`src/verilog/mips_pkg.sv`:
```
package mips_pkg;

    // R-type layout, register to register ops and jr
    typedef struct packed {
        logic [5:0] opcode;
        logic [4:0] rs;
        logic [4:0] rt;
        logic [4:0] rd;
        logic [4:0] shamt;
        logic [5:0] funct;
    } mips_rtype_t;

    // I-type layout, immediates, loads, stores and branches
    typedef struct packed {
        logic [5:0]  opcode;
        logic [4:0]  rs;
        logic [4:0]  rt;
        logic [15:0] imm;
    } mips_itype_t;

    // one instruction word seen through either layout
    typedef union packed {
        mips_rtype_t r;
        mips_itype_t i;
    } mips_instr_t;

    // primary opcodes
    localparam logic [5:0] OP_RTYPE = 6'd0;
    localparam logic [5:0] OP_BEQ   = 6'd4;
    localparam logic [5:0] OP_ADDIU = 6'd9;
    localparam logic [5:0] OP_LW    = 6'd35;
    localparam logic [5:0] OP_SW    = 6'd43;

    // funct codes under OP_RTYPE
    localparam logic [5:0] FN_JR   = 6'd8;
    localparam logic [5:0] FN_ADDU = 6'd33;
    localparam logic [5:0] FN_SUBU = 6'd35;
    localparam logic [5:0] FN_AND  = 6'd36;
    localparam logic [5:0] FN_OR   = 6'd37;

    typedef enum logic [1:0] {
        ALU_ADD,
        ALU_SUB,
        ALU_AND,
        ALU_OR
    } alu_op_t;

    // first fetch address after reset
    localparam logic [31:0] RESET_VECTOR = 32'hBFC0_0000;

    // manager to subordinate side of the control port
    typedef struct packed {
        logic        awvalid;
        logic [3:0]  awaddr;
        logic        wvalid;
        logic [31:0] wdata;
        logic [3:0]  wstrb;
        logic        bready;
        logic        arvalid;
        logic [3:0]  araddr;
        logic        rready;
    } axil_req_t;

    // subordinate to manager side
    typedef struct packed {
        logic        awready;
        logic        wready;
        logic        bvalid;
        logic [1:0]  bresp;
        logic        arready;
        logic        rvalid;
        logic [31:0] rdata;
        logic [1:0]  rresp;
    } axil_rsp_t;

    // control block register map
    localparam logic [3:0] REG_CTRL    = 4'h0;
    localparam logic [3:0] REG_STATUS  = 4'h4;
    localparam logic [3:0] REG_V0      = 4'h8;
    localparam logic [3:0] REG_RETIRED = 4'hC;

endpackage
```
`src/verilog/mips_subsys_top.sv`:
```
`timescale 1ns/1ps

module mips_subsys_top (
    input  logic                clk,
    input  logic                rst_n,
    input  mips_pkg::axil_req_t axil_req,
    output mips_pkg::axil_rsp_t axil_rsp,
    output logic [31:0]         instr_address,
    input  logic [31:0]         instr_readdata,
    output logic [31:0]         data_address,
    output logic                data_write,
    output logic                data_read,
    output logic [31:0]         data_writedata,
    input  logic [31:0]         data_readdata
);

    // core status into the register block
    logic        active;
    logic        retire;
    logic [31:0] register_v0;
    // run bit back to the core
    logic        run;

    mips_core u_core (
        .clk            (clk),
        .rst_n          (rst_n),
        .clk_enable     (run),
        .instr_address  (instr_address),
        .instr_readdata (instr_readdata),
        .data_address   (data_address),
        .data_write     (data_write),
        .data_read      (data_read),
        .data_writedata (data_writedata),
        .data_readdata  (data_readdata),
        .active         (active),
        .retire         (retire),
        .register_v0    (register_v0)
    );

    mips_ctrl_regs u_ctrl_regs (
        .clk         (clk),
        .rst_n       (rst_n),
        .axil_req    (axil_req),
        .axil_rsp    (axil_rsp),
        .active      (active),
        .retire      (retire),
        .register_v0 (register_v0),
        .run         (run)
    );

endmodule

```
`src/verilog/mips_ctrl_regs.sv`:
```
`timescale 1ns/1ps

module mips_ctrl_regs (
    input  logic                clk,
    input  logic                rst_n,
    input  mips_pkg::axil_req_t axil_req,
    output mips_pkg::axil_rsp_t axil_rsp,
    input  logic                active,
    input  logic                retire,
    input  logic [31:0]         register_v0,
    output logic                run
);

    import mips_pkg::*;

    logic [31:0] ctrl_q;
    logic [31:0] retired_q;
    logic [31:0] rdata_q;
    logic [31:0] wmask;
    logic [31:0] rd_value;
    logic        bvalid_q;
    logic        rvalid_q;
    logic        wr_accept;
    logic        rd_accept;
    logic        ctrl_hit;
    logic        clear_hit;

    // address and data are taken together, blocked while a response waits
    assign wr_accept = axil_req.awvalid && axil_req.wvalid && !bvalid_q;
    assign rd_accept = axil_req.arvalid && !rvalid_q;
    assign ctrl_hit  = wr_accept && (axil_req.awaddr == REG_CTRL);
    // bit 1 of a CTRL write zeroes the retired counter
    assign clear_hit = ctrl_hit && axil_req.wstrb[0] && axil_req.wdata[1];

    // byte lanes from wstrb
    always_comb begin
        for (int i = 0; i < 4; i++) begin
            wmask[i*8 +: 8] = {8{axil_req.wstrb[i]}};
        end
    end

    // read mux, unmapped offsets give 0
    always_comb begin
        case (axil_req.araddr)
            REG_CTRL:    rd_value = ctrl_q;
            REG_STATUS:  rd_value = {31'd0, active};
            REG_V0:      rd_value = register_v0;
            REG_RETIRED: rd_value = retired_q;
            default:     rd_value = '0;
        endcase
    end

    always_ff @(posedge clk or negedge rst_n) begin
        if (!rst_n) begin
            ctrl_q    <= '0;
            retired_q <= '0;
            bvalid_q  <= 1'b0;
            rvalid_q  <= 1'b0;
        end else begin
            if (ctrl_hit) begin
                ctrl_q <= (ctrl_q & ~wmask) | (axil_req.wdata & wmask);
            end
            if (clear_hit) begin
                retired_q <= '0;
            end else if (retire) begin
                retired_q <= retired_q + 32'd1;
            end
            // response valids hold until the manager takes them
            if (wr_accept) begin
                bvalid_q <= 1'b1;
            end else if (axil_req.bready) begin
                bvalid_q <= 1'b0;
            end
            if (rd_accept) begin
                rvalid_q <= 1'b1;
            end else if (axil_req.rready) begin
                rvalid_q <= 1'b0;
            end
        end
    end

    // read data captured on the arready edge
    always_ff @(posedge clk) begin
        if (rd_accept) begin
            rdata_q <= rd_value;
        end
    end

    always_comb begin
        axil_rsp         = '0;
        axil_rsp.awready = wr_accept;
        axil_rsp.wready  = wr_accept;
        axil_rsp.bvalid  = bvalid_q;
        // always OKAY
        axil_rsp.bresp   = 2'b00;
        axil_rsp.arready = rd_accept;
        axil_rsp.rvalid  = rvalid_q;
        axil_rsp.rdata   = rdata_q;
        axil_rsp.rresp   = 2'b00;
    end

    // run bit feeds the core clock enable
    assign run = ctrl_q[0];

    a_bvalid_hold: assert property (@(posedge clk) disable iff (!rst_n)
        axil_rsp.bvalid && !axil_req.bready |=> axil_rsp.bvalid);

    a_rvalid_hold: assert property (@(posedge clk) disable iff (!rst_n)
        axil_rsp.rvalid && !axil_req.rready |=> axil_rsp.rvalid && $stable(axil_rsp.rdata));

endmodule

```
`src/verilog/mips_core.sv`:
```
`timescale 1ns/1ps

module mips_core (
    input  logic        clk,
    input  logic        rst_n,
    input  logic        clk_enable,
    output logic [31:0] instr_address,
    input  logic [31:0] instr_readdata,
    output logic [31:0] data_address,
    output logic        data_write,
    output logic        data_read,
    output logic [31:0] data_writedata,
    input  logic [31:0] data_readdata,
    output logic        active,
    output logic        retire,
    output logic [31:0] register_v0
);

    import mips_pkg::*;

    mips_instr_t instr;
    alu_op_t     alu_op;
    logic        alu_src_imm;
    logic        reg_dst_rd;
    logic        mem_to_reg;
    logic        reg_write;
    logic        mem_write;
    logic        mem_read;
    logic        branch_eq;
    logic        jump_reg;
    logic [31:0] pc;
    logic [31:0] pc_plus4;
    logic [31:0] imm_ext;
    logic [31:0] branch_target;
    logic [31:0] next_pc;
    logic [31:0] rs_data;
    logic [31:0] rt_data;
    logic [31:0] alu_b;
    logic [31:0] alu_result;
    logic [31:0] write_back;
    logic [4:0]  write_index;
    logic        alu_zero;
    logic        step;
    logic        halt;

    assign instr = instr_readdata;

    mips_decode u_decode (
        .instr       (instr),
        .alu_op      (alu_op),
        .alu_src_imm (alu_src_imm),
        .reg_dst_rd  (reg_dst_rd),
        .mem_to_reg  (mem_to_reg),
        .reg_write   (reg_write),
        .mem_write   (mem_write),
        .mem_read    (mem_read),
        .branch_eq   (branch_eq),
        .jump_reg    (jump_reg)
    );

    // rd for R-type and rt for addiu and lw
    assign write_index = reg_dst_rd ? instr.r.rd : instr.r.rt;
    // loads write back the memory word
    assign write_back  = mem_to_reg ? data_readdata : alu_result;

    mips_regfile u_regfile (
        .clk          (clk),
        .rst_n        (rst_n),
        .clk_enable   (clk_enable),
        .write_enable (reg_write && active),
        .read_index_a (instr.r.rs),
        .read_index_b (instr.r.rt),
        .write_index  (write_index),
        .write_data   (write_back),
        .read_data_a  (rs_data),
        .read_data_b  (rt_data),
        .register_v0  (register_v0)
    );

    // sign extension for addiu, lw, sw and the beq offset
    assign imm_ext = {{16{instr.i.imm[15]}}, instr.i.imm};
    assign alu_b   = alu_src_imm ? imm_ext : rt_data;

    mips_alu u_alu (
        .op     (alu_op),
        .op_a   (rs_data),
        .op_b   (alu_b),
        .result (alu_result),
        .zero   (alu_zero)
    );

    assign pc_plus4      = pc + 32'd4;
    // no delay slot so the target is relative to the next word
    assign branch_target = pc_plus4 + {imm_ext[29:0], 2'b00};

    always_comb begin
        if (jump_reg) begin
            next_pc = rs_data;
        end else if (branch_eq && alu_zero) begin
            next_pc = branch_target;
        end else begin
            next_pc = pc_plus4;
        end
    end

    // one instruction per enabled cycle while running
    assign step = clk_enable && active;
    // jr to address 0 ends the program
    assign halt = jump_reg && (rs_data == 32'd0);

    always_ff @(posedge clk or negedge rst_n) begin
        if (!rst_n) begin
            pc     <= RESET_VECTOR;
            active <= 1'b1;
        end else if (step) begin
            if (halt) begin
                // pc stays on the jr word
                active <= 1'b0;
            end else begin
                pc <= next_pc;
            end
        end
    end

    assign instr_address  = pc;
    assign retire         = step;
    assign data_address   = alu_result;
    assign data_writedata = rt_data;
    // stores only land on a retiring edge
    assign data_write     = mem_write && step;
    assign data_read      = mem_read && active;

    a_rw_excl: assert property (@(posedge clk) disable iff (!rst_n) !(data_write && data_read));

endmodule

```
`src/verilog/mips_decode.sv`:
```
`timescale 1ns/1ps

module mips_decode (
    input  mips_pkg::mips_instr_t instr,
    output mips_pkg::alu_op_t     alu_op,
    output logic                  alu_src_imm,
    output logic                  reg_dst_rd,
    output logic                  mem_to_reg,
    output logic                  reg_write,
    output logic                  mem_write,
    output logic                  mem_read,
    output logic                  branch_eq,
    output logic                  jump_reg
);

    import mips_pkg::*;

    always_comb begin
        // unknown words fall through as a no-op
        alu_op      = ALU_ADD;
        alu_src_imm = 1'b0;
        reg_dst_rd  = 1'b0;
        mem_to_reg  = 1'b0;
        reg_write   = 1'b0;
        mem_write   = 1'b0;
        mem_read    = 1'b0;
        branch_eq   = 1'b0;
        jump_reg    = 1'b0;

        case (instr.r.opcode)
            OP_RTYPE: begin
                // funct picks the operation and rd is the destination
                reg_dst_rd = 1'b1;
                case (instr.r.funct)
                    FN_ADDU: begin
                        alu_op    = ALU_ADD;
                        reg_write = 1'b1;
                    end
                    FN_SUBU: begin
                        alu_op    = ALU_SUB;
                        reg_write = 1'b1;
                    end
                    FN_AND: begin
                        alu_op    = ALU_AND;
                        reg_write = 1'b1;
                    end
                    FN_OR: begin
                        alu_op    = ALU_OR;
                        reg_write = 1'b1;
                    end
                    // jr only redirects the pc
                    FN_JR:   jump_reg = 1'b1;
                    default: reg_dst_rd = 1'b0;
                endcase
            end
            OP_BEQ: begin
                alu_op    = ALU_SUB;
                branch_eq = 1'b1;
            end
            OP_ADDIU: begin
                alu_src_imm = 1'b1;
                reg_write   = 1'b1;
            end
            OP_LW: begin
                // rt gets the loaded word
                alu_src_imm = 1'b1;
                mem_to_reg  = 1'b1;
                reg_write   = 1'b1;
                mem_read    = 1'b1;
            end
            OP_SW: begin
                alu_src_imm = 1'b1;
                mem_write   = 1'b1;
            end
            default: alu_op = ALU_ADD;
        endcase
    end

endmodule

```
`src/verilog/mips_alu.sv`:
```
`timescale 1ns/1ps

module mips_alu (
    input  mips_pkg::alu_op_t op,
    input  logic [31:0]       op_a,
    input  logic [31:0]       op_b,
    output logic [31:0]       result,
    output logic              zero
);

    import mips_pkg::*;

    always_comb begin
        case (op)
            // addu, addiu and address generation
            ALU_ADD: result = op_a + op_b;
            // subu and the beq compare
            ALU_SUB: result = op_a - op_b;
            ALU_AND: result = op_a & op_b;
            ALU_OR:  result = op_a | op_b;
            default: result = '0;
        endcase
    end

    // beq is taken when rs - rt is zero
    assign zero = (result == 32'd0);

endmodule

```
`src/verilog/mips_regfile.sv`:
```
`timescale 1ns/1ps

module mips_regfile (
    input  logic        clk,
    input  logic        rst_n,
    input  logic        clk_enable,
    input  logic        write_enable,
    input  logic [4:0]  read_index_a,
    input  logic [4:0]  read_index_b,
    input  logic [4:0]  write_index,
    input  logic [31:0] write_data,
    output logic [31:0] read_data_a,
    output logic [31:0] read_data_b,
    output logic [31:0] register_v0
);

    logic [31:0] regs [32];
    logic        do_write;

    // $zero is never a write target so it keeps its reset value
    assign do_write = clk_enable && write_enable && (write_index != 5'd0);

    always_ff @(posedge clk or negedge rst_n) begin
        if (!rst_n) begin
            for (int i = 0; i < 32; i++) begin
                regs[i] <= '0;
            end
        end else if (do_write) begin
            regs[write_index] <= write_data;
        end
    end

    // combinational read ports
    assign read_data_a = regs[read_index_a];
    assign read_data_b = regs[read_index_b];
    // v0 is register 2
    assign register_v0 = regs[2];

endmodule

```
`config.mk`:
```
export PLATFORM = sky130hd
export DESIGN_NAME = mips_subsys_top
export DESIGN_NICKNAME = d
export VERILOG_FILES = /design/src/verilog/mips_pkg.sv /design/src/verilog/mips_subsys_top.sv /design/src/verilog/mips_ctrl_regs.sv /design/src/verilog/mips_core.sv /design/src/verilog/mips_decode.sv /design/src/verilog/mips_alu.sv /design/src/verilog/mips_regfile.sv
export SDC_FILE = /design/constraint.sdc
export NUM_CORES = 2
export LEC_CHECK = 0
export ABC_AREA = 1
export BUFFER_PORTS_ARGS = -buffer_cell sky130_fd_sc_hd__buf_2
export CAP_MARGIN = 10
export CORE_UTILIZATION = 45
export CTS_CLUSTER_DIAMETER = 80
export DETAILED_ROUTE_END_ITERATION = 12
export GPL_ROUTABILITY_DRIVEN = 0
export SYNTH_ARGS = -nofsm -noshare
export SYNTH_HDL_FRONTEND = slang
export SYNTH_SLANG_ARGS = --single-unit
```
`constraint.sdc`:
```
create_clock -name clk -period 6 [get_ports clk]
set_clock_uncertainty 0.1 [all_clocks]
set_input_delay 1.2 -clock clk [delete_from_list [all_inputs] [get_ports clk]]
set_output_delay 1.2 -clock clk [all_outputs]
set_load 0.05 [all_outputs]
```
==> impl_results.md <==
- Die width: a little under 400 µm
- Final setup margin: -0.787 ns
- CP peak stage delay: 0.36 ns
- Root Driver: clkbuf_16
- 1st-iter DRT viols: around 12000
- Psw: 7.98 mW
- Total track usage: 39.3%
- Outcome: finished with violations
- Async SR Flop Fraction: 97.2%
- Remaining DRCs: 0
- CTS tree: yes
- FP Rows: approximately 140
- WP data arrival: 5.49 ns
- Wire per inst: approximately 24 µm
- Initial Utilization: a little under half
- Vias in the first global route: 71800
- Post-DP HPWL: 205000 µm
- Detailed Routing Iterations Pass 1: 10
- Overflow after GRT: 0
- Min-delay worst type: reg -> reg
- Number of synthesized flops with an enable pin: 32
- Kind of critical path: in -> out
- Routed via count: 77300
- Initial antenna violation count: 8
- Sw frac: between 30% and 40%
- Fmax achieved: approximately 0.15 GHz
- Netlist Area Pre-Place: 0.0697 mm²
- Crit. End Element: output pin
- Synth Flop Type: dfrtp_1
- Drt via density: 6.01
- Leakage: 40.7 nW
- Mapped Cells: 10100
- Slew Limit Fails: 0
- Hold EP: u_core.u_regfile.regs[1014]$_DFFE_PN0P_
- Reg-to-reg endpoint: u_core.instr_address[12]$_DFFE_PN0P_
- Fill cells: 14300
- Failing checks: negative setup slack
- Net count, final: ~11000
- Unrepaired setup endpoints after global routing: yes
- Placed insts: 12500
- Clock Tree Buf Depth: 3
- First-pass GRT wire length: 465000 µm
- Reg area: a little under 0.03 mm²
- Die ar.: 0.157 mm²
- Synth Area per Inst: 6.90 µm²
- Critical-path maximum fanout: 8
- Clk pwr share: 37.6%
- Buffers on Ports: 249
- Hold Crit Start: u_core.u_regfile.regs[1014]$_DFFE_PN0P_
- Most frequent cells in the layout: nand2_1 (3701), nand3_1 (1462), o21ai_0 (1219)
- Synthesis Warnings: 0
- Pre-CTS setup slack: -1.53 ns
- Tcrit/Tclk final: 113%
- CP max stage cell: ha_1
- Most common cell after layout, fill and taps aside: nand2_1
- Total CTS buffers: 138
- Ratio of cells with drive above 1 in the final layout: roughly 18%
- #FFs+latches synth: 1155
- Combinational Power Share: 28.5%
- Worst EP required: approximately 4.7 ns
- Htree depth: 4
- Total clock sinks: roughly 1200
- Unique cell type count in the Yosys netlist: 59
- Most frequent cell on the critical path: nand2_2
- IO Count: around 250
- Die extent in y: 396 µm
- Layout Area Growth over Synthesis: 25.9%
- Largest net degree at the start of global routing: roughly 140
- Share of power burned in registers: approximately a third
- Crit path launch type: primary input
- Sequential element share of the synthesized area: a little over two fifths
- Internal Power: 15.5 mW
- Worst VDD drop: 0.000323 V
- Critical R2R Launch: u_core.u_regfile.regs[98]$_DFFE_PN0P_
- Final cell count without fillers: 12900
- PwrDens: around 270 mW/mm²
- Actual slew at the worst max-slew pin: between 1 and 1.5 ns
- Routed WL: 314000 µm
- Core area: 0.154 mm²
- Reg-to-reg slack, setup: 0.43 ns
- Antenna viol nets, final: 0
- Fin crit period: 6.79 ns
- Relative slew slack: 22.1%
- Final design utilization: 57.0%
- Worst-path clk slew: ~0.06 ns
- Hold path depth: 0
- Worst R2R Path Depth: 39
- Hold Slack: between 0.3 and 0.4 ns
- Final hold vios: 0
- Max Cap Viol: 0
- Clock Latency Late Sink: ~0.8 ns
- Area of the multi-input gates: 0.0373 mm²
- Endpoints failing setup: 26
stage by stage:
step	power (mW)	TNS [ns]	instance area, µm²
after floorplan	10.9	-0.878	70000
after global placement	13.9	-346.16	79100
after detailed placement	13.9	-322.13	79100
after CTS	23.2	-11.29	87100
after global routing	24.1	-25.69	87800
final	23.5	-14.51	87800
worst max-delay path by stage:
| stage | start | endpoint | slack (ns) | cells past startpoint |
|---|---|---|---|---|
| 2_1_floorplan | instr_readdata[16] | data_address[31] | -0.21 | 37 |
| 6_report | instr_readdata[17] | data_address[28] | -0.79 | 32 |
| 4_1_cts | instr_readdata[17] | data_address[27] | -0.64 | 35 |
| 3_5_place_dp | instr_readdata[16] | data_address[30] | -1.53 | 32 |
| 3_3_place_gp | instr_readdata[16] | data_address[30] | -1.63 | 32 |
| 5_1_grt | instr_readdata[16] | data_address[30] | -1.00 | 34 |
layer usage:
| metal | routed length, µm | global-route usage [%] | up-vias |
|---|---|---|---|
| met2 | 131000 | 57.9 | 5248 |
| met4 | 22900 | 24.3 | 8 |
| met5 | 65 | 0 | - |
| met3 | 38900 | 9.29 | 1090 |
| li1 | - | - | 34500 |
| met1 | 120000 | 52.1 | 36500 |
sequential cells by signal (all words and copies together) (netlist names), named ones only:
signal	cells
u_core.u_regfile.register_v0	32
u_ctrl_regs.rdata_q	32
u_core.instr_address	32
u_core.active	1
u_ctrl_regs.rvalid_q	1
u_ctrl_regs.retired_q	32
u_ctrl_regs.bvalid_q	1
u_core.u_regfile.regs	992
Yosys cell counts (7+ instances only):
library cell  count  area, µm²
xor2_1           59        517
dfstp_2          10        263
a21oi_1         224       1120
buf_2           307       1540
inv_1           340       1280
xnor2_1          24        210
nand2_1        3781      14200
o22ai_1           7       43.8
nand4_1          29        181
edfxtp_1         32        961
o21ai_0        1276       6390
nand3b_1          7       52.6
o21ai_1          55        275
nor3_1           63        315
buf_4            41        308
mux2_2           24        270
buf_1            51        191
a21o_1            8       60.1
and2_1           26        163
dfrtp_1        1113      27900
a31oi_1          15       93.8
o211ai_1         19        143
clkbuf_1        370       1390
nor4_1           16        100
a21boi_0          8       60.1
inv_2            40        150
buf_6            39        439
ha_1             65        813
or2_2             7       43.8
o21ai_2          10       87.6
nand3_1        1564       7830
o221ai_1         58        508
nand2_2          14       87.6
o31ai_1           9       67.6
nor2_1          344       1290
worst max-delay path, delay by kind of cell:
| kind | cells | cell delay (ns) |
|---|---|---|
| xor+xnor | 1 | 0.17 |
| compound gates | 6 | 0.91 |
| buf+inv | 9 | 1.41 |
| fa+ha+maj | 1 | 0.36 |
| simple gates | 15 | 1.38 |
power groups by stage:
stage                     sequential [mW]  clock [mW]  combinational [mW]
final                                7.98        8.82                6.69
after global routing                 7.98        9.18                6.96
after CTS                            7.98        8.86                6.34
after detailed placement             8.12           0                5.81
after global placement               8.11           0                5.80
after floorplan                      8.18           0                2.71
logic make-up after synthesis:
logic type | synth area share [%]
other | 0.00538
AOI/OAI and AO/OA | 13.0
xor gates and xnor gates | 1.04
DFF | 41.7
and+or+nand+nor | 35.0
adders and majority gates | 1.22
buffers and inverters | 7.65
muxes | 0.445
layout make-up:
| type | instances | share of cell area, % |
|---|---|---|
| timing repair buffer | 1249 | 14.3 |
| clock buffer | 208 | 4.73 |
| tap | 2044 | 2.91 |
| timing repair inverter | 4 | 0.0584 |
| multi-input combinational | 7762 | 42.5 |
| antenna | 5 | 0.0143 |
| sequential | 1155 | 33.1 |
| inverter | 385 | 1.74 |
| clock inverter | 42 | 0.631 |
what timing repair did:
| action | CTS | global route |
|---|---|---|
| hold buffers | 0 | 0 |
| gates resized for setup | 437 | 146 |
| setup buffers | 84 | 14 |
| pin swaps | 146 | 70 |
| endpoints found under the setup margin | 113 | 69 |
| gates cloned | 31 | 0 |
Power figures use the tool's default switching activity.
